## src/hdl/cfu_defines.svh

```systemverilog
`ifndef CFU_DEFINES_SVH
`define CFU_DEFINES_SVH

////////////////////////////////////////////////////////////////////////////
// Memory geometry
////////////////////////////////////////////////////////////////////////////

// Address width shared by instruction and data RAMs
`define CFU_AWIDTH 9

// Depth of each RAM, 2**CFU_AWIDTH
`define CFU_NUM_WORDS 512

// Stored instruction word
`define CFU_IWIDTH 32

// Data RAM word, 32 bits from in0 plus one extra byte from in1
`define CFU_DWIDTH 40

////////////////////////////////////////////////////////////////////////////
// CPU side interface
////////////////////////////////////////////////////////////////////////////

// Operand and response width
`define CFU_XLEN 32

// Function id, funct7 in the upper bits and funct3 in the low three
`define CFU_FID_WIDTH 10

`endif
```

## src/hdl/cfu_pkg.sv

```systemverilog
`include "cfu_defines.svh"

package cfu_pkg;

  // Operation codes, carried in funct3 of the function id
  // Codes 1 and 2 are not decoded and fall to the default response
  typedef enum logic [2:0] {
    op_byte_sum = 3'd0,
    op_wr_instr = 3'd3,
    op_rd_instr = 3'd4,
    op_wr_data  = 3'd5,
    op_rd_data  = 3'd6,
    op_exec     = 3'd7
  } cfu_op_e;

  // Word and address types of the two RAMs
  typedef logic [`CFU_IWIDTH-1:0] instr_word_t;
  typedef logic [`CFU_DWIDTH-1:0] data_word_t;
  typedef logic [`CFU_AWIDTH-1:0] ram_addr_t;

  // Command as captured on the accepting edge
  typedef struct packed {
    logic [`CFU_FID_WIDTH-4:0] funct7;
    cfu_op_e                   funct3;
    logic [`CFU_XLEN-1:0]      in0;
    logic [`CFU_XLEN-1:0]      in1;
  } cmd_t;

  // Instruction range walked by the sequencer, both ends inclusive
  typedef struct packed {
    ram_addr_t start_addr;
    ram_addr_t end_addr;
  } exec_range_t;

  // One write into the data RAM
  typedef struct packed {
    logic       we;
    ram_addr_t  addr;
    data_word_t wdata;
  } data_wr_t;

endpackage

```

## src/hdl/exec_sequencer.sv

```systemverilog
`timescale 1ns/1ps
`include "cfu_defines.svh"

module exec_sequencer (
  input  logic                  clk,
  input  logic                  resetn,
  // Control from the command FSM
  input  cfu_pkg::exec_range_t  exec_range,
  input  logic                  exec_start,
  output logic                  exec_done,
  // Instruction RAM port B, read only
  output cfu_pkg::ram_addr_t    instr_rd_addr,
  input  cfu_pkg::instr_word_t  instr_rdata,
  // Data RAM port A
  input  cfu_pkg::data_wr_t     cpu_wr,
  output cfu_pkg::data_wr_t     data_wr
);

  cfu_pkg::exec_range_t range_q;
  cfu_pkg::ram_addr_t   wr_addr_q;    // address of the word now on instr_rdata
  cfu_pkg::data_wr_t    seq_wr;
  logic                 issuing;      // reads still being issued
  logic                 rd_valid_q;   // instr_rdata holds a word to write
  logic                 rd_last_q;    // and it is the end of the range
  logic                 busy;
  logic                 launch;

  // Busy from launch until the last write is out
  assign busy   = issuing | rd_valid_q;
  // A start while busy is dropped
  assign launch = exec_start & ~busy;

  ////////////////////////////////////////////////////////////////////////////
  // Run control and done flag
  ////////////////////////////////////////////////////////////////////////////

  always_ff @(posedge clk) begin
    if (!resetn) begin
      issuing    <= 1'b0;
      rd_valid_q <= 1'b0;
      exec_done  <= 1'b0;
    end else begin
      // Every issued read returns one cycle later
      rd_valid_q <= issuing;
      if (launch) begin
        issuing   <= 1'b1;
        exec_done <= 1'b0;
      end else if (issuing && (instr_rd_addr == range_q.end_addr)) begin
        // Last read issued
        issuing <= 1'b0;
      end
      // Set on the edge that writes end_addr
      if (rd_valid_q && rd_last_q) begin
        exec_done <= 1'b1;
      end
    end
  end

  ////////////////////////////////////////////////////////////////////////////
  // Address walk
  ////////////////////////////////////////////////////////////////////////////

  always_ff @(posedge clk) begin
    if (launch) begin
      range_q       <= exec_range;
      instr_rd_addr <= exec_range.start_addr;
    end else if (issuing) begin
      // Wraps at the RAM depth if end is below start
      instr_rd_addr <= instr_rd_addr + 1'b1;
    end
    // Track the address alongside the registered read
    wr_addr_q <= instr_rd_addr;
    rd_last_q <= (instr_rd_addr == range_q.end_addr);
  end

  ////////////////////////////////////////////////////////////////////////////
  // Data RAM write port
  ////////////////////////////////////////////////////////////////////////////

  // Copy the instruction word to the same address, zero-extended
  assign seq_wr.we    = rd_valid_q;
  assign seq_wr.addr  = wr_addr_q;
  assign seq_wr.wdata = {{(`CFU_DWIDTH-`CFU_IWIDTH){1'b0}}, instr_rdata};

  // Sequencer owns the port while busy, CPU writes in that window are lost
  assign data_wr = busy ? seq_wr : cpu_wr;

endmodule

```

## config.mk

```make
export PLATFORM = sky130hd
export DESIGN_NAME = exec_sequencer
export DESIGN_NICKNAME = d
export VERILOG_FILES = /design/src/hdl/cfu_pkg.sv /design/src/hdl/exec_sequencer.sv
export VERILOG_INCLUDE_DIRS = /design/src /design/src/hdl
export SDC_FILE = /design/constraint.sdc
export NUM_CORES = 1
export LEC_CHECK = 0
export BUFFER_PORTS_ARGS = -buffer_cell sky130_fd_sc_hd__buf_2
export CORE_MARGIN = 2
export CORE_UTILIZATION = 40
export DETAILED_ROUTE_END_ITERATION = 7
export PLACE_DENSITY = 0.92
export SLEW_MARGIN = 5
export SYNTH_ARGS = -nofsm -noshare
export SYNTH_HDL_FRONTEND = slang
export SYNTH_SLANG_ARGS = --single-unit
```

## constraint.sdc

```tcl
create_clock -name clk -period 2.5 [get_ports clk]
set_clock_uncertainty 0.2 [all_clocks]
set_input_delay 0.25 -clock clk [delete_from_list [all_inputs] [get_ports clk]]
set_output_delay 0.25 -clock clk [all_outputs]
set_load 0.05 [all_outputs]
```

After elaboration in Yosys (flattened, before gate mapping)

Index checks and enable logic that the tools add are counted.

Add/subtract/negate cells: 1
Bitwise logic cells: 3
Reductions and logical operators: 5
Multiplexer cells: 7
Eq/ne operators: 1

Operators with widths:

| cell                | number |
|---|---|
| $mux 50             | 1 |
| $mux 9              | 2 |
| $add 9x1->9 const B | 1 |
| $eq 9x9->1          | 1 |
| $reduce_bool 2->1   | 3 |
| $mux 1              | 4 |
| $logic_and 1x1->1   | 2 |
| $and 1x1->1         | 1 |
| $not 1->1           | 1 |
| $or 1x1->1          | 1 |

Word-level logic and storage cells: 24
Register bits after elaboration: 31
Bits of input ports: 103
Output and inout port bits: 60

Depth between registers and ports, before layout

Gate-level depths: netlist of run 1.

Depth after elaboration: 5
Depth in mapped cells: 5
Gate-level depth less buffers: 5

Least setup slack after synthesis of run 1

No wires, ideal clock.

Path type: reg-to-reg
From: reg instr_rd_addr[0]
To: reg instr_rd_addr[8] (data pin)
Setup slack: 0.525 ns
Data required time: 2.039 ns
Period minus slack after synthesis: 1.975 ns
Library setup time: 0.261 ns
Cell stages (with the launch flop): 6
Arrival: 1.514 ns
Buffers on the path: 0
Cell sequence: edfxtp_1 > ha_1 > nand3_2 > nor3_1 > xnor2_1 > a21oi_1

Word-level cells in the longest chain between the ends: 3

Ends and longest elaborated chain:

| item                   | line                 | source |
|---|---|---|
| from (decl)            | exec_sequencer.sv:12 | `output cfu_pkg::ram_addr_t instr_rd_addr,` |
| from (signal assigned) | exec_sequencer.sv:66 | `instr_rd_addr <= exec_range.start_addr;` |
| from (signal assigned) | exec_sequencer.sv:69 | `instr_rd_addr <= instr_rd_addr + 1'b1;` |
| $add 9x1->9            | exec_sequencer.sv:69 |  |
| $mux 9                 | exec_sequencer.sv:67 | `end else if (issuing) begin` |
| $mux 9                 | exec_sequencer.sv:64 | `if (launch) begin` |

No other way between the ends. The select of a mux whose other input is x is not followed.
A chain may end at the register's enable or synchronous reset.

==> impl_metrics.json, run 1 <==
{
  "outcome": "complete, no violations",
  "rsz0062_at_grt": "no",
  "synth_top_area_share_pct": 31.1,
  "min_path_type": "in -> reg",
  "synth_ff_type": "edfxtp_1",
  "setup_slack_ps": 397,
  "ys_types": 23,
  "dieArea_sq_um": 4880,
  "yosysWarnings": 0,
  "drt_iter0_markers": 39,
  "netlist_area_sq_um": 1740,
  "required_ps": 2050,
  "cts_tree": "done",
  "setup_viol": 0,
  "period_minus_slack_ps": 2100,
  "cts.sinks": 31,
  "max-cap-violations": 0,
  "synthesis.nets": 250,
  "num_rows": 23,
  "core_sq_um": 4090,
  "netlist_top_cells_count": "42 x mux2_2, 18 x edfxtp_1, 13 x dfxtp_1, 13 x xnor2_1, 11 x nor2_1",
  "dp_hpwl_mm": 4.05,
  "seqCellArea_sq_um": 801,
  "relSlewSlack_pct": 74.1,
  "grt_max_degree": 26,
  "htreeDepth": 2,
  "antenna_found_initial": 0,
  "clockBufferDepth": 2,
  "yosysTopAreaCell": "edfxtp_1",
  "combPwrFrac_pct": 46.8,
  "synth_most_common_cell": "mux2_2",
  "grt-ovfl-total": 0,
  "grt_usage_pct": 20.2,
  "dr.pass1.iters": 4,
  "io_buffers": 162,
  "ys_seq_elements": 31,
  "power.density_nw_per_um2": 728,
  "drive_above_1_share_pct": 67.7,
  "synth_edf_count": 18,
  "clkPwrFrac_pct": 18.8,
  "start_util_pct": 42.5,
  "die_h_um": 69.9,
  "finalHoldViolations": 0,
  "finalNetCount": 425,
  "syn2layout_area_growth_pct": 59.7,
  "critical_path.max_fanout": 24,
  "tns_ps": 0,
  "slew_violations": 0,
  "die_w_um": 69.9,
  "synth.avg_cell_area_sq_um": 11.9,
  "cts_setup_buffers": 0,
  "netlist_instances": 146,
  "multi_input_area_sq_um": 872,
  "fillers": 335,
  "switching_share_pct": 43.9,
  "wl_mm": 5.02,
  "tightestPinTransition_ps": 387,
  "ioPinCount": 163,
  "yosysSeqAreaShare_pct": 46.1,
  "diodes": 0,
  "clk_pin_slew_ps": 70,
  "clk_latency_ps": 280,
  "cts_root_buffer": "clkbuf_8",
  "seqPwrFrac_pct": 34.4,
  "crit_type": "reg -> out",
  "ir_drop_mv": 0.428,
  "cp-end-kind": "output pin",
  "grt_pass1_vias": 1724,
  "cp.arrival_ps": 1650,
  "max_freq_ghz": 0.476,
  "async_flop_share_pct": 0,
  "startpoint_type": "flip-flop",
  "vias": 1699,
  "drc": 0,
  "cellInternalPower_mw": 1.13,
  "power.leakage_nw": 1.35,
  "gp_congestion": 0.820,
  "drtAntennaViolNets": 0,
  "finalCritPeriodShare_pct": 84.1,
  "grt_first_pass_wirelength_mm": 7.95,
  "vias_per_cell": 4.57,
  "switchingPower_uw": 886,
  "r2r_slack_ps": 780,
  "post_drt_wl_per_cell_um": 13.5,
  "synthTopCellsByArea": "edfxtp_1 31%, mux2_2 27%, dfxtp_1 15%, xnor2_1 6.6%, and2_1 3.2%",
  "preCtsSetupSlack_ps": 698,
  "cts_buffers": 5
}
logic make-up after synthesis:
group           share of synthesized area (%)
mux                                      27.3
simple gates                             10.5
flops                                    46.1
xor+xnor                                 8.08
compound gates                           3.75
buf+inv                                  3.60
fa+ha+maj                               0.721
worst max-delay path: stages, from the launching register on:
cell and delay [ps]:
dfxtp_1 350, nor2_4 130, buf_4 290, mux2_2 390
buf_2 210
final timing paths:
kind,from,to,cells after the start
worst max-delay path,issuing$_SDFFE_PN0P_,data_wr[28],4
worst min-delay path,exec_range[10],instr_rd_addr[1]$_DFFE_PP_,2
worst min register to register,instr_rd_addr[7]$_DFFE_PP_,wr_addr_q[7]$_DFF_P_,0
worst max register to register,instr_rd_addr[0]$_DFFE_PP_,instr_rd_addr[8]$_DFFE_PP_,5
what timing repair did:
item / 4_1_cts / 5_1_grt
gates resized for setup: 0 / 0
endpoints found under the hold margin: 10 / 0
hold buffers: 10 / 0
cell usage in the layout (no fill, tap or decap), types with 4 or more instances in the layout:
cell type,count
inv_1,4
a21oi_1,9
mux2_2,42
dfxtp_1,13
nor2_1,11
and2_1,9
dlygate4sd3_1,10
clkbuf_8,5
buf_2,162
edfxtp_1,18
xnor2_1,13
registers in the layout, indices dropped and copies added (netlist names):
signal / cells
exec_done: 1
instr_rd_addr: 9
issuing: 1
range_q: 9
rd_last_q: 1
rd_valid_q: 1
wr_addr_q: 9
per-stage QoR:
stage          cells  hold WS [ps]  utilization (%)  instance area (sq um)  power [mW]
2_1_floorplan    146           149                -                   1740        1.41
3_3_place_gp     354           227             63.2                   2580        1.62
3_5_place_dp     354           228             63.2                   2580        1.64
4_1_cts          372          78.3             67.8                   2770        2.04
5_1_grt          372          73.1             67.8                   2770        2.12
6_report         372          85.3             67.8                   2770        2.02
power by group through the flow:
| stage | combinational [mW] | clock (mW) | sequential (mW) |
|---|---|---|---|
| floorplan | 0.635 | 0 | 0.778 |
| global placement | 0.922 | 0 | 0.702 |
| detailed placement | 0.934 | 0 | 0.704 |
| CTS | 0.950 | 0.395 | 0.693 |
| global route | 0.998 | 0.417 | 0.702 |
| finish | 0.943 | 0.380 | 0.693 |
per-layer routing:
metal  global-route usage (%)  share of wire, %  wire [um]
met3                     6.64               8.2        414
met2                     37.4                54       2700
met5                        0                 0          0
met1                     22.6                37       1850
met4                     4.06               1.1         55
layout make-up:
| type | count | area share [%] |
|---|---|---|
| inverters | 4 | 0.542 |
| clock buffers | 5 | 2.48 |
| flip-flops and latches | 31 | 28.9 |
| repair buffers | 175 | 33.7 |
| clock inverters | 3 | 0.677 |
| well taps | 50 | 2.26 |
| multi-input cells | 104 | 31.5 |
Note: power is estimated with default switching activity, not from simulation.
==> run 2: changes to the inputs <==
ABC_AREA = 1   (was unset)
CORE_UTILIZATION = 34   (was 40)
PLACE_DENSITY = 0.83   (was 0.92)
clock period = 1.8 ns   (was 2.5 ns; I/O delays follow)
==> run 2 against run 1 <==
Effect of this change: routed wire length increased by 29%; sequential power increased by 38%; critical path depth increased by 2; largest power group unchanged.
==> impl_metrics.json, run 2 <==
{
  "power.leakage_nw": 1.86,
  "min_path_type": "in -> reg",
  "drtAntennaViolNets": 0,
  "synthesis.nets": 373,
  "grt-ovfl-total": 0,
  "diodes": 0,
  "core_sq_um": 5140,
  "clkPwrFrac_pct": 21.0,
  "clk_latency_ps": 280,
  "relSlewSlack_pct": 74.2,
  "outcome": "complete, no violations",
  "ys_types": 23,
  "grt_pass1_vias": 2110,
  "grt_usage_pct": 18.9,
  "netlist_area_sq_um": 1830,
  "dp_hpwl_mm": 4.28,
  "dieArea_sq_um": 5980,
  "ys_seq_elements": 31,
  "cellInternalPower_mw": 1.90,
  "crit_type": "reg -> out",
  "cp_slowest_cell": "dfxtp_2",
  "startpoint_type": "flip-flop",
  "placed_cell_area_sq_um": 2740,
  "seqPwrFrac_pct": 28.5,
  "netlist_top_cells_count": "155 x nand2_1, 21 x inv_1, 18 x edfxtp_1, 14 x nor2_1, 13 x dfxtp_1",
  "yosysSeqAreaShare_pct": 43.8,
  "gp_congestion": 0.783,
  "die_w_um": 77.3,
  "tightestPinTransition_ps": 386,
  "combPwrFrac_pct": 50.5,
  "grt_first_pass_wirelength_mm": 9.19,
  "ir_drop_mv": 0.807,
  "start_util_pct": 35.6,
  "cts_root_buffer": "clkbuf_8",
  "cts_tree": "done",
  "syn2layout_area_growth_pct": 81.9,
  "mostFrequentLayoutCells": "153 x nand2_1, 113 x buf_2, 29 x buf_4",
  "worst_hold_slack_ps": 31.2,
  "synth.avg_cell_area_sq_um": 6.80,
  "cts_buffers": 5,
  "num_rows": 26,
  "period_minus_slack_ps": 1760,
  "grt_max_degree": 50,
  "synthTopCellsByArea": "nand2_1 32%, edfxtp_1 30%, dfxtp_1 14%, inv_1 4.3%, xnor2_1 3.8%",
  "wl_mm": 6.49,
  "max_stage_delay_ps": 340,
  "drive_above_1_share_pct": 43.8,
  "yosysTopAreaCell": "nand2_1",
  "required_ps": 1420,
  "mostFrequentLayoutCell": "nand2_1",
  "synth_top_area_share_pct": 31.8,
  "ioPinCount": 163,
  "clockBufferDepth": 2,
  "max-cap-violations": 0,
  "vias_per_cell": 4.51,
  "drt_iter0_markers": 93,
  "path_cells": "nor2_4 > buf_12 > clkbuf_16 > nand2_1 > nand2_1 > buf_4",
  "netlist_instances": 269,
  "crit_top_cell": "nand2_1",
  "power.density_nw_per_um2": 1010,
  "switching_share_pct": 43.3,
  "slew_violations": 0,
  "cts.sinks": 31,
  "yosysWarnings": 0,
  "synth_ff_type": "edfxtp_1",
  "finalNetCount": 555,
  "switchingPower_mw": 1.45,
  "finalCritPeriodShare_pct": 97.9,
  "async_flop_share_pct": 0,
  "drc": 0,
  "tns_ps": 0,
  "stdcell_area_sq_um": 3320,
  "dr.pass1.iters": 4,
  "post_drt_wl_per_cell_um": 12.4,
  "clk_pin_slew_ps": 70,
  "max_freq_ghz": 0.568,
  "cp-end-kind": "output pin",
  "antenna_found_initial": 0,
  "vias": 2356,
  "finalHoldViolations": 0,
  "setup_viol": 0,
  "die_h_um": 77.3,
  "cp.arrival_ps": 1380,
  "rsz0062_at_grt": "yes",
  "htreeDepth": 2,
  "synth_edf_count": 18,
  "synth_most_common_cell": "nand2_1",
  "critical_path.max_fanout": 17,
  "io_buffers": 162,
  "largestRegisters": "instr_rd_addr x9, range_q x9, wr_addr_q x9"
}
==> run 2: path summary, 6_finish.rpt <==
check	from	endpoint	slack [ps]	cells after the start
worst min register to register	issuing$_SDFFE_PN0P_	rd_valid_q$_SDFF_PN0_	260	2
worst max register to register	rd_valid_q$_SDFF_PN0_	instr_rd_addr[2]$_DFFE_PP_	190	4
worst max-delay path	rd_valid_q$_SDFF_PN0_	data_wr[10]	40	6
worst min-delay path	exec_range[13]	instr_rd_addr[4]$_DFFE_PP_	30	3
==> run 2: area by class of cell <==
class | count | area [sq um]
clock buffers | 6 | 82.6
well taps | 70 | 87.6
repair buffers | 187 | 1320
clock inverters | 2 | 35.0
multi-input cells | 203 | 906
inverters | 23 | 86.3
flip-flops and latches | 31 | 803
fillers | 422 | 1820
==> run 2: worst max-delay path, delay by kind of cell (launching register included) <==
family / cells / cell delay, ps
buffers and inverters: 3 / 480
DFF: 1 / 340
and+or+nand+nor: 3 / 280
==> run 2: cell families after synthesis <==
family                   count (synthesis)  synth area share [%]
AO/OA/AOI/OAI                           13                  4.11
XOR/XNOR                                10                  4.79
adder cells (fa/ha/maj)                  1                 0.684
buffers and inverters                   35                  8.28
flip-flops                              31                  43.8
AND/OR/NAND/NOR                        179                  38.3
==> run 2: power groups by stage <==
| stage | sequential [mW] | clock, mW | combinational [mW] |
|---|---|---|---|
| after floorplan | 1.08 | 0 | 0.937 |
| after global placement | 0.964 | 0 | 1.42 |
| after detailed placement | 0.968 | 0 | 1.44 |
| after CTS | 0.953 | 0.712 | 1.57 |
| after global routing | 0.968 | 0.731 | 1.78 |
| final | 0.953 | 0.703 | 1.69 |
==> run 2: what timing repair did <==
action | in CTS | in global routing
hold buffers | 16 | 0
buffers inserted | 0 | 1
gates cloned | 0 | 2
resized for setup | 50 | 35
endpoints found under the hold margin | 17 | 0
pin swaps | 0 | 3
setup endpoints to repair | 49 | 49
==> run 2: metrics by stage <==
stage / cells / power [mW] / worst slack, ps / utilization, %
2_1_floorplan: 269 / 2.01 / -184 / -
3_3_place_gp: 495 / 2.38 / 220 / 53.2
3_5_place_dp: 495 / 2.41 / 135 / 53.2
4_1_cts: 519 / 3.23 / 14.6 / 61.1
5_1_grt: 522 / 3.48 / -15.4 / 64.7
6_report: 522 / 3.35 / 38.2 / 64.7
==> run 2: metal layers <==
layer	GRT usage [%]	wire length (um)	up-vias
li1	-	-	1184
met5	0	0	-
met1	19.4	2420	1027
met3	5.29	617	15
met2	35.7	3330	130
met4	7.32	130	0
