===== src/hdl/cfu_defines.svh =====
`ifndef CFU_DEFINES_SVH
`define CFU_DEFINES_SVH

////////////////////////////////////////////////////////////////////////////
// Memory geometry
////////////////////////////////////////////////////////////////////////////

// Address width shared by instruction and data RAMs
`define CFU_AWIDTH 9

// Depth of each RAM, 2**CFU_AWIDTH
`define CFU_NUM_WORDS 512

// Stored instruction word
`define CFU_IWIDTH 32

// Data RAM word, 32 bits from in0 plus one extra byte from in1
`define CFU_DWIDTH 40

////////////////////////////////////////////////////////////////////////////
// CPU side interface
////////////////////////////////////////////////////////////////////////////

// Operand and response width
`define CFU_XLEN 32

// Function id, funct7 in the upper bits and funct3 in the low three
`define CFU_FID_WIDTH 10

`endif

===== src/hdl/cfu_pkg.sv =====
`include "cfu_defines.svh"

package cfu_pkg;

  // Operation codes, carried in funct3 of the function id
  // Codes 1 and 2 are not decoded and fall to the default response
  typedef enum logic [2:0] {
    op_byte_sum = 3'd0,
    op_wr_instr = 3'd3,
    op_rd_instr = 3'd4,
    op_wr_data  = 3'd5,
    op_rd_data  = 3'd6,
    op_exec     = 3'd7
  } cfu_op_e;

  // Word and address types of the two RAMs
  typedef logic [`CFU_IWIDTH-1:0] instr_word_t;
  typedef logic [`CFU_DWIDTH-1:0] data_word_t;
  typedef logic [`CFU_AWIDTH-1:0] ram_addr_t;

  // Command as captured on the accepting edge
  typedef struct packed {
    logic [`CFU_FID_WIDTH-4:0] funct7;
    cfu_op_e                   funct3;
    logic [`CFU_XLEN-1:0]      in0;
    logic [`CFU_XLEN-1:0]      in1;
  } cmd_t;

  // Instruction range walked by the sequencer, both ends inclusive
  typedef struct packed {
    ram_addr_t start_addr;
    ram_addr_t end_addr;
  } exec_range_t;

  // One write into the data RAM
  typedef struct packed {
    logic       we;
    ram_addr_t  addr;
    data_word_t wdata;
  } data_wr_t;

endpackage


===== src/hdl/cmd_fsm.sv =====
`timescale 1ns/1ps
`include "cfu_defines.svh"

module cmd_fsm (
  input  logic                      clk,
  input  logic                      resetn,
  // Command channel
  input  logic                      cmd_valid,
  output logic                      cmd_ready,
  input  logic [`CFU_FID_WIDTH-1:0] cmd_function_id,
  input  logic [`CFU_XLEN-1:0]      cmd_inputs_0,
  input  logic [`CFU_XLEN-1:0]      cmd_inputs_1,
  // Response channel
  output logic                      rsp_valid,
  output logic [`CFU_XLEN-1:0]      rsp_outputs_0,
  // Instruction RAM port A
  output logic                      instr_we,
  output cfu_pkg::ram_addr_t        instr_addr,
  output cfu_pkg::instr_word_t      instr_wdata,
  input  cfu_pkg::instr_word_t      instr_rdata,
  // Data RAM read port B
  output cfu_pkg::ram_addr_t        data_rd_addr,
  input  cfu_pkg::data_word_t       data_rdata,
  // Op5 write request, arbitrated in the sequencer
  output cfu_pkg::data_wr_t         data_wr_req,
  // Sequencer control
  output cfu_pkg::exec_range_t      exec_range,
  output logic                      exec_start,
  output logic                      exec_resetn,
  input  logic                      exec_done
);

  typedef enum logic [1:0] {
    st_idle,
    st_wait,
    st_respond
  } state_e;

  state_e                    state;
  cfu_pkg::cmd_t             cmd_q;
  logic                      accept;
  logic                      issue;      // first cycle after acceptance
  logic                      slow;       // extra wait cycle still owed
  logic [`CFU_FID_WIDTH-4:0] funct7_in;
  cfu_pkg::cfu_op_e          funct3_in;
  logic                      two_cycle_in;
  logic [8:0]                byte_sum;
  logic [`CFU_XLEN-1:0]      rsp_sel;

  ////////////////////////////////////////////////////////////////////////////
  // Incoming command decode
  ////////////////////////////////////////////////////////////////////////////

  // funct7 sits above funct3 in the function id
  assign funct7_in = cmd_function_id[`CFU_FID_WIDTH-1:3];
  assign funct3_in = cfu_pkg::cfu_op_e'(cmd_function_id[2:0]);

  // cmd_ready is only high in idle, so this is also the idle exit
  assign accept = cmd_valid & cmd_ready;

  // RAM reads need the extra cycle
  assign two_cycle_in = (funct3_in == cfu_pkg::op_rd_instr) ||
                        (funct3_in == cfu_pkg::op_rd_data);

  ////////////////////////////////////////////////////////////////////////////
  // Handshake state machine
  ////////////////////////////////////////////////////////////////////////////

  // idle -> wait (1 or 2 cycles) -> respond -> idle
  // rsp_valid and cmd_ready rise together on the respond exit
  always_ff @(posedge clk) begin
    if (!resetn) begin
      state     <= st_idle;
      cmd_ready <= 1'b1;
      rsp_valid <= 1'b0;
      issue     <= 1'b0;
      slow      <= 1'b0;
    end else begin
      issue     <= accept;
      // Single-cycle pulse, rsp_ready is not looked at
      rsp_valid <= 1'b0;
      case (state)
        st_idle: begin
          if (accept) begin
            state     <= st_wait;
            cmd_ready <= 1'b0;
            slow      <= two_cycle_in;
          end
        end
        st_wait: begin
          if (slow) begin
            slow <= 1'b0;
          end else begin
            state <= st_respond;
          end
        end
        st_respond: begin
          state     <= st_idle;
          rsp_valid <= 1'b1;
          cmd_ready <= 1'b1;
        end
        default: begin
          state <= st_idle;
        end
      endcase
    end
  end

  // Capture the command
  always_ff @(posedge clk) begin
    if (accept) begin
      cmd_q.funct7 <= funct7_in;
      cmd_q.funct3 <= funct3_in;
      cmd_q.in0    <= cmd_inputs_0;
      cmd_q.in1    <= cmd_inputs_1;
    end
  end

  ////////////////////////////////////////////////////////////////////////////
  // RAM and sequencer strobes, one cycle after acceptance
  ////////////////////////////////////////////////////////////////////////////

  // Op3, instruction write
  assign instr_we    = issue && (cmd_q.funct3 == cfu_pkg::op_wr_instr);
  assign instr_addr  = cmd_q.in0[`CFU_AWIDTH-1:0];
  assign instr_wdata = cmd_q.in1;

  // Op6 read address, held until the response
  assign data_rd_addr = cmd_q.in0[`CFU_AWIDTH-1:0];

  // Op5 data write, high byte taken from in1[15:8]
  assign data_wr_req.we    = issue && (cmd_q.funct3 == cfu_pkg::op_wr_data);
  assign data_wr_req.addr  = cmd_q.in1[`CFU_AWIDTH-1:0];
  assign data_wr_req.wdata = {cmd_q.in1[15:8], cmd_q.in0};

  // Op7 funct7 0 launches the sequencer
  assign exec_start = issue && (cmd_q.funct3 == cfu_pkg::op_exec) && (cmd_q.funct7 == 7'd0);

  // Op7 funct7 2 loads the range: start in in0, end in in1
  always_ff @(posedge clk) begin
    if (!resetn) begin
      exec_range <= '0;
    end else if (issue && (cmd_q.funct3 == cfu_pkg::op_exec) && (cmd_q.funct7 == 7'd2)) begin
      exec_range.start_addr <= cmd_q.in0[`CFU_AWIDTH-1:0];
      exec_range.end_addr   <= cmd_q.in1[`CFU_AWIDTH-1:0];
    end
  end

  // Soft reset for the sequencer
  // Op0 with funct7 1 pulls it low, any other accepted command releases it
  // Low during hard reset too, so the sequencer sees both
  always_ff @(posedge clk) begin
    if (!resetn) begin
      exec_resetn <= 1'b0;
    end else if (accept) begin
      exec_resetn <= !((funct3_in == cfu_pkg::op_byte_sum) && (funct7_in == 7'd1));
    end
  end

  ////////////////////////////////////////////////////////////////////////////
  // Response select
  ////////////////////////////////////////////////////////////////////////////

  // Low byte sum, 9 bits wide so the carry survives
  assign byte_sum = cmd_q.in0[7:0] + cmd_q.in1[7:0];

  always_comb begin
    // All ones unless something below claims the op
    rsp_sel = '1;
    case (cmd_q.funct3)
      cfu_pkg::op_byte_sum: begin
        rsp_sel = {{(`CFU_XLEN-9){1'b0}}, byte_sum};
      end
      cfu_pkg::op_rd_instr: begin
        rsp_sel = instr_rdata;
      end
      cfu_pkg::op_rd_data: begin
        // funct7 picks the low word or the extra byte
        if (cmd_q.funct7 == 7'd0) begin
          rsp_sel = data_rdata[`CFU_XLEN-1:0];
        end else if (cmd_q.funct7 == 7'd1) begin
          rsp_sel = {{(2*`CFU_XLEN-`CFU_DWIDTH){1'b0}},
                     data_rdata[`CFU_DWIDTH-1:`CFU_XLEN]};
        end
      end
      cfu_pkg::op_exec: begin
        if (cmd_q.funct7 == 7'd1) begin
          rsp_sel = {{(`CFU_XLEN-1){1'b0}}, exec_done};
        end else if (cmd_q.funct7 >= 7'd3) begin
          rsp_sel = '0;
        end
      end
      default: begin
      end
    endcase
  end

  // Response payload, sampled as respond exits
  always_ff @(posedge clk) begin
    if (state == st_respond) begin
      rsp_outputs_0 <= rsp_sel;
    end
  end

endmodule


===== config.mk =====
export PLATFORM = sky130hd
export DESIGN_NAME = cmd_fsm
export DESIGN_NICKNAME = d
export VERILOG_FILES = /design/src/hdl/cfu_pkg.sv /design/src/hdl/cmd_fsm.sv
export VERILOG_INCLUDE_DIRS = /design/src /design/src/hdl
export SDC_FILE = /design/constraint.sdc
export NUM_CORES = 1
export LEC_CHECK = 0
export ABC_AREA = 1
export BUFFER_PORTS_ARGS = -buffer_cell sky130_fd_sc_hd__buf_2
export CORE_UTILIZATION = 40
export CTS_CLUSTER_SIZE = 10
export DETAILED_ROUTE_END_ITERATION = 6
export GPL_TIMING_DRIVEN = 0
export HOLD_SLACK_MARGIN = 0.02
export PLACE_DENSITY_LB_ADDON = 0.1
export RECOVER_POWER = 50
export SYNTH_ARGS = -nofsm -noshare
export SYNTH_HDL_FRONTEND = slang
export SYNTH_SLANG_ARGS = --single-unit

===== constraint.sdc =====
create_clock -name clk -period 4.7 [get_ports clk]
set_clock_uncertainty 0.1 [all_clocks]
set_input_delay 0.235 -clock clk [delete_from_list [all_inputs] [get_ports clk]]
set_output_delay 0.235 -clock clk [all_outputs]
set_load 0.02 [all_outputs]

# Word-level counts from Yosys, hierarchy flattened
# Index checks and enable logic that the tools add are counted.
dict set report op_classes {
  add_sub_neg 1
  magnitude_cmp 1
  n_eq_ne 14
  muxes 13
  n_bitwise 1
  reduce_logical 17
}
# operator n
set op_table {}
lappend op_table {{32-bit two-way mux} 4}
lappend op_table {{32-bit one-hot mux with 4 select lines} 1}
lappend op_table {{3-bit == test, second input constant} 6}
lappend op_table {{7-bit by 1-bit == test with 1-bit output, second input constant} 2}
lappend op_table {{8-bit by 8-bit adder with 9-bit output} 1}
lappend op_table {{7-bit by 2-bit == test with 1-bit output, second input constant} 1}
lappend op_table {{7-bit by 2-bit >= comparator with 1-bit output, second input constant} 1}
lappend op_table {{7-bit logical NOT} 1}
lappend op_table {{1-bit logical AND} 6}
lappend op_table {{3-bit logical NOT} 2}
lappend op_table {{2-bit AND reduction} 3}
lappend op_table {{2-bit two-way mux} 2}
lappend op_table {{2-bit != test, second input constant} 2}
lappend op_table {{1-bit one-hot mux with 2 select lines} 2}
lappend op_table {{2-bit one-hot mux with 2 select lines} 1}
lappend op_table {{2-bit nonzero test} 2}
lappend op_table {{3-bit by 2-bit == test with 1-bit output, second input constant} 1}
lappend op_table {{1-bit two-way mux} 3}
lappend op_table {{2-bit by 1-bit == test with 1-bit output, second input constant} 1}
lappend op_table {{2-bit == test, second input constant} 1}
lappend op_table {{2-bit logical NOT} 1}
lappend op_table {{1-bit bitwise AND} 1}
lappend op_table {{1-bit logical NOT} 1}
lappend op_table {{1-bit logical OR} 1}
dict set report word_totals {
  register_bits 131
  inputBits 150
  out_inout_bits 155
  wordCells 60
}

# Longest topological paths before layout
# Gate-level depths: netlist (run 1).
dict set report depth {
  depth_word 4
  depth_mapped 9
  mapped_depth_nobuf 9
}

# Worst setup path before layout (run 1)
# No wires, ideal clock.
dict set report synth_timing {
  path_kind {register to register}
  from {reg cmd_ready}
  to {reg slow}
  setup_time_ns 0.070
  arrival_ns 2.726
  slack_ns 1.804
  path_stages_with_launch 7
  n_path_buf 0
  period_less_slack_ns 2.896
  path_cell_list {dfxtp_1 > nand2_1 > inv_1 > nand3_1 > nor2_1 > nand2_1 > a21oi_1}
}
dict set report synth_between {
  elab_chain_len 3
}
# item line
set synth_rtl {}
lappend synth_rtl {{from (decl)} cmd_fsm.sv:9} ;# output logic cmd_ready,
lappend synth_rtl {{from (signal assigned)} cmd_fsm.sv:74} ;# cmd_ready <= 1'b1;
lappend synth_rtl {{from (signal assigned)} cmd_fsm.sv:86} ;# cmd_ready <= 1'b0;
lappend synth_rtl {{from (signal assigned)} cmd_fsm.sv:100} ;# cmd_ready <= 1'b1;
lappend synth_rtl {{1-bit bitwise AND} cmd_fsm.sv:59} ;# assign accept = cmd_valid & cmd_ready;
lappend synth_rtl {{via accept} cmd_fsm.sv:41} ;# logic accept;
lappend synth_rtl {{2-bit != test (no source line)} -}
lappend synth_rtl {{2-bit AND reduction (no source line)} -}
lappend synth_rtl {{to (signal assigned)} cmd_fsm.sv:87} ;# slow <= two_cycle_in;
lappend synth_rtl {{to (decl)} cmd_fsm.sv:43} ;# logic slow;
# The timed path passes the listed nets, and every way through them passes these cells.
# A chain may end at the register's enable or synchronous reset.

# Worst setup path after layout (run 1)
dict set report layout_timing {
  from {reg state[1]}
  to {reg rsp_outputs_0[10], enable pin}
}
dict set report layout_between {
  elab_chain_len 1
}
# item line
set layout_rtl {}
lappend layout_rtl {{from (decl)} cmd_fsm.sv:39} ;# state_e state;
lappend layout_rtl {{from (signal assigned)} cmd_fsm.sv:73} ;# state <= st_idle;
lappend layout_rtl {{from (signal assigned)} cmd_fsm.sv:85} ;# state <= st_wait;
lappend layout_rtl {{from (signal assigned)} cmd_fsm.sv:94} ;# state <= st_respond;
lappend layout_rtl {{2-bit == test} cmd_fsm.sv:200} ;# if (state == st_respond) begin
lappend layout_rtl {{to (signal assigned)} cmd_fsm.sv:201} ;# rsp_outputs_0 <= rsp_sel;
lappend layout_rtl {{to (decl)} cmd_fsm.sv:15} ;# output logic [`CFU_XLEN-1:0] rsp_outputs_0,
# Every way passes these cells.

==> impl_metrics.ini, run 1 <==
[run]
max_cap_violations = 1

[floorplanning]
start_util_pct = 41.5
core_area_um2 = 14700
rows = 44
die_x_um = 126
dieArea_um2 = 15800
io_pins = 305
die_height_um = 126

[synthesis]
seq_area_frac_synth_pct = 60.4
avgSynthCellArea_um2 = 10.5
ys_seq_elements = 131
synth_area_um2 = 6100
synth_cell_type_count = 33
synth_cells = 582
synth_fp_nets = 741
yosysWarnings = 0

[timing]
worst_pin_slew_ns = 1.64
rsz0062_at_grt = false
finalHoldViolations = 0
relSlewSlack_pct = -9.63
period_minus_slack_ns = 2.60
slew_viol_final = 30
fin_setup_tns_ns = 0
timing.final.ws_setup_ns = 2.10
fmax_ghz = 0.385
finalSetupViolCount = 0
min_period_over_period_pct = 55.2

[pwr]
seqPwrFrac_pct = 43.6
switching_power_uw = 799
cell_internal_pwr_uw = 2350
p_leak_uw = 0.00410
total_power_uw = 3150
powerDensity_nw_per_um2 = 338
vdd_drop_max_uv = 219
p_clk_share_pct = 38.9
p_sw_share_pct = 25.4
p_comb_share_pct = 17.5

[finish]
layout.cells.most_common = buf_2
finalCoreUtilization_pct = 63.3
syn_to_final_growth_pct = 52.5
nNetsFinal = 1167
most-common-layout-cells = buf_2, clkbuf_1, edfxtp_1, dlygate4sd3_1, buf_4
layout-drive-gt1-share_pct = 35.6
n_antenna_cell = 0

[hold_path]
min_path_type = input port to register
min-delay-start = data_rdata[9]
min_to = rsp_outputs_0[9]
hold-path-cell-count = 3

[critical_path]
ff2ff_setup_slack_ns = 2.10
critPathLaunchType = register
worstSetupPathType = register to register
crit_required_ns = 4.60
cp.arrival_ns = 2.50
r2r-start = state[1]
path_max_fanout = 29
reg2reg_to = rsp_outputs_0[10]
reg2regPathDepth = 3
endpoint_kind = register

[clock_tree]
cts.path.max_buffers = 2
clock-sinks = 131
cts_tree = done
clk_pin_slew_worst_paths_ns = 0.05
cts_resized = 0
cts_setup_buffers = 0
insertion_delay_ns = 0.41
root_buffer = clkbuf_16
cts_buffers = 17
cts_htree_levels = 4
cts_hold_buf = 102

[run_status]
violations = DRC, capacitance limit, slew limit
status = finished, violations left

[routing]
drc = 21
antenna_left = 0
wl_per_cell_um = 14.4
vias_per_cell = 4.47
drtPass1Iterations = 7
num_vias = 5381
drt_first_iter_violations = 283
wl_um = 17400

[global_routing]
grt_first_pass_wirelength_um = 27600
antenna_found_initial = 0
grt_max_degree = 77
grt_pass1_vias = 5657
overflow = 0
grt_usage_pct = 22.7

[placed_design]
place_congestion = 0.835
io_buffers = 304
place_ws_ns = 2.44
dp_hpwl_um = 12100
## flip-flops by register name, indices dropped and copies added (netlist names)
signal	count
issue	1
data_wr_req	23
instr_wdata	32
slow	1
cmd_ready	1
exec_range	18
rsp_outputs_0	32
rsp_valid	1
cmd_q	10
exec_resetn	1
state	2
data_rd_addr	9
## final cells by class
type                       count  area, um^2
fill                        1255        5390
buffer                       113         831
multi-input combinational    297        1430
sequential                   131        3680
clock buffer                  23         468
tap                          184         230
timing repair buffer         407        2420
clock inverter                 9        81.3
inverter                      41         158
## cell families after synthesis
kind of cell	after synthesis	synth area share, %
AOI/OAI and AO/OA	55	4.57
DFF	131	60.4
adders and majority gates	9	1.97
buffers and inverters	154	16.2
and+or+nand+nor	232	16.8
xor gates and xnor gates	1	0.144
## per-stage QoR
step                hold WS [ns]  cells  cell area, um^2
detailed placement         0.313   1071             7880
finish                    0.0377   1205             9310
global placement           0.311   1070             7850
CTS                       0.0201   1205             9450
global route              0.0310   1205             9310
floorplan                  0.234    582             6100
## power by group through the flow
| stage | registers, uW | logic (uW) | clock network [uW] |
|---|---|---|---|
| final | 1370 | 552 | 1230 |
| after global routing | 1380 | 601 | 1310 |
| after CTS | 1370 | 562 | 1260 |
| after detailed placement | 1400 | 486 | 0 |
| after global placement | 1400 | 474 | 0 |
| after floorplan | 1400 | 300 | 0 |
## worst max-delay path: stages, from the launching register on
cell and delay (ns):
dfxtp_1 0.34, inv_1 0.07, nor2_1 0.42, clkbuf_1 1.24
## synth_stat cells
| cell | number | share of area [%] |
|---|---|---|
| nand2_4 | 2 | 0.37 |
| nand2_1 | 81 | 5.0 |
| edfxtp_1 | 106 | 52 |
| nor2_2 | 4 | 0.41 |
| a21oi_1 | 6 | 0.49 |
| nor4_1 | 2 | 0.21 |
| buf_1 | 1 | 0.061 |
| nand3_1 | 50 | 4.1 |
| nand2_2 | 2 | 0.21 |
| clkinv_2 | 1 | 0.082 |
| buf_6 | 3 | 0.55 |
| dfxtp_1 | 25 | 8.2 |
| a22oi_1 | 1 | 0.12 |
| a31oi_1 | 1 | 0.10 |
| inv_2 | 5 | 0.31 |
| inv_1 | 35 | 2.2 |
| clkbuf_2 | 1 | 0.082 |
| or2_2 | 4 | 0.41 |
| nand3_2 | 1 | 0.16 |
| clkbuf_1 | 4 | 0.25 |
| nor3_1 | 6 | 0.49 |
| nand4_1 | 2 | 0.21 |
| nand3b_1 | 2 | 0.25 |
| nor2_1 | 74 | 4.6 |
| ha_1 | 8 | 1.6 |
| o21ai_0 | 17 | 1.4 |
| fa_1 | 1 | 0.33 |
| nor3_4 | 1 | 0.27 |
| buf_4 | 101 | 12 |
| xor2_1 | 1 | 0.14 |
| buf_2 | 3 | 0.25 |
| o21ai_1 | 30 | 2.5 |
| nor2_4 | 1 | 0.18 |
## routing by layer
layer / share of wire [%] / global-route usage, % / up-vias
met5: 0 / 0 / -
met4: 2.0 / 9.83 / 0
met3: 5.9 / 5.35 / 26
met2: 53 / 41.3 / 191
met1: 39 / 25.2 / 2451
li1: - / - / 2713
## worst max-delay path by stage
stage | cells after the start | startpoint | end | slack, ns
after floorplan | 6 | cmd_ready | slow | 1.80
after global placement | 5 | cmd_ready | cmd_ready | 1.18
after detailed placement | 7 | data_rd_addr[0] | rsp_outputs_0[4] | 2.44
after CTS | 10 | cmd_q[71] | rsp_outputs_0[21] | 2.27
after global routing | 3 | state[1] | rsp_outputs_0[16] | 1.91
final | 3 | state[1] | rsp_outputs_0[10] | 2.10
(Power assumes the default switching activity.)
==> run 2, diff against run 1 <==
==> constraint.sdc (replaced) <==
create_clock -name clk -period 2.6 [get_ports clk]
set_clock_uncertainty 0.1 [all_clocks]
set_input_delay 0.13 -clock clk [delete_from_list [all_inputs] [get_ports clk]]
set_output_delay 0.13 -clock clk [all_outputs]
set_load 0.02 [all_outputs]
==> run 2 against run 1 <==
  * The flow finishes with violations (DRC)
  * Routed wire length rose by 2.8%
  * Total power is 94% higher
  * Setup slack got worse by 1.9 ns
  * Cell count grew 2.7%
  * Fmax increased by 6.6%
  * Cell area is 4.4% higher
  * Register-to-register slack worse by 1.9 ns
  * Critical path depth grew 7
  * First-iteration DRC count rose by 33%
  * Sequential share of layout area is 1.7 points lower
  * Count of clock-buffer cells in the layout decreased by 4
  * Critical path type unchanged
  * Highest routed layer unchanged
==> impl_metrics.ini, run 2 (synthesis results as in run 1) <==
[critical_path]
reg2reg_to = rsp_outputs_0[21]
worstSetupPathType = register to register
endpoint_kind = register
reg2regPathDepth = 10
crit_required_ns = 2.66
critPathLaunchType = register
path_max_fanout = 10
r2r-start = cmd_q[68]
ff2ff_setup_slack_ns = 0.17
cp.arrival_ns = 2.50

[timing]
timing.final.ws_setup_ns = 0.166
worst_pin_slew_ns = 0.957
rsz0062_at_grt = false
fmax_ghz = 0.411
relSlewSlack_pct = 36.0
min_period_over_period_pct = 93.6
period_minus_slack_ns = 2.43
slew_viol_final = 0
finalHoldViolations = 0
finalSetupViolCount = 0
fin_setup_tns_ns = 0

[finish]
nNetsFinal = 1199
most-common-layout-cells = buf_2, dlygate4sd3_1, clkbuf_1, edfxtp_1, buf_4
final_area_um2 = 9720
layout.cells.most_common = buf_2
nFillCells = 1235
layout-drive-gt1-share_pct = 33.0
n_antenna_cell = 0
seqCellArea_um2 = 3680
multi_input_area_um2 = 1450
syn_to_final_growth_pct = 59.2

[routing]
drt_first_iter_violations = 375
drtPass1Iterations = 7
num_vias = 5591
wl_per_cell_um = 14.5
vias_per_cell = 4.52
drc = 23
wl_um = 17900
antenna_left = 0

[clock_tree]
cts_setup_buffers = 0
root_buffer = clkbuf_16
cts.path.max_buffers = 2
insertion_delay_ns = 0.42
clk_pin_slew_worst_paths_ns = 0.06
cts_buffers = 17
cts_tree = done
clock-sinks = 131
cts_htree_levels = 4

[global_routing]
overflow = 0
grt_usage_pct = 22.8
grt_pass1_vias = 5672
antenna_found_initial = 0
grt_max_degree = 46
grt_first_pass_wirelength_um = 27700

[hold_path]
min-delay-start = instr_rdata[6]
hold-path-cell-count = 5
min_path_type = input port to register
min_to = rsp_outputs_0[6]

[run_status]
status = finished, violations left
violations = DRC

[pwr]
powerDensity_nw_per_um2 = 628
p_leak_uw = 0.00420
vdd_drop_max_uv = 514

[floorplanning]
die_height_um = 126
die_x_um = 126
io_pins = 305
dieArea_um2 = 15800
rows = 44
core_area_um2 = 14700
start_util_pct = 41.5

[placed_design]
dpl_cell_area_um2 = 7890
place_ws_ns = 0.359
dp_hpwl_um = 12500
io_buffers = 304
place_congestion = 0.840

[run]
max_cap_violations = 0
## run 2: metrics by stage
stage	cells	hold WS [ns]	total power [uW]	utilization, %
6_report	1237	0.0224	6100	66.1
5_1_grt	1237	0.0284	6330	66.1
4_1_cts	1237	0.0204	6150	67.1
3_5_place_dp	1071	0.208	3410	53.6
3_3_place_gp	1070	0.206	3390	53.5
2_1_floorplan	582	0.129	3080	-
## run 2: layout make-up
class,count,share of cell area [%]
buffer,113,8.55
clock buffer,19,4.66
clock inverter,13,1.87
inverter,41,1.64
multi-input combinational,297,14.9
sequential,131,37.9
tap,184,2.37
timing repair buffer,439,28.1
## run 2: power breakdown
part | internal, uW | switching, uW
Clock | 1650 | 904
Sequential | 2420 | 64.7
Combinational | 523 | 543
Total | 4590 | 1510
## run 2: routing by layer
layer  GRT usage (%)  up-vias  wire length, um
met3            7.15       20             1470
met5               0        -                0
met1            24.7     2578             7020
met2            41.5      220             9080
li1                -     2773                -
met4            8.75        0              318
## run 2: worst max-delay path by stage
stage / startpoint / to / slack [ns] / depth (start not counted)
detailed placement: data_rd_addr[0] / rsp_outputs_0[4] / 0.36 / 7
global route: cmd_q[67] / rsp_outputs_0[15] / 0.01 / 9
floorplan: state[1] / rsp_outputs_0[0] / 0.32 / 2
global placement: state[1] / rsp_outputs_0[22] / -0.39 / 2
finish: cmd_q[68] / rsp_outputs_0[21] / 0.17 / 10
CTS: cmd_q[71] / rsp_outputs_0[11] / 0.18 / 10
## run 2: timing repair
action	4_1_cts	5_1_grt
hold endpoints to repair	111	0
resized for setup	0	1
hold buffers	134	0
endpoints found under the setup margin	0	1
## run 2: worst max-delay path, cell delays in order (launching register included)
cell,delay [ns]
edfxtp_1,0.42
inv_2,0.09
nand2_1,0.05
nor2_1,0.15
nand2_2,0.15
nand3_2,0.13
nand2_4,0.09
inv_2,0.13
buf_4,0.20
nand3_1,0.10
dlygate4sd3_1,0.57
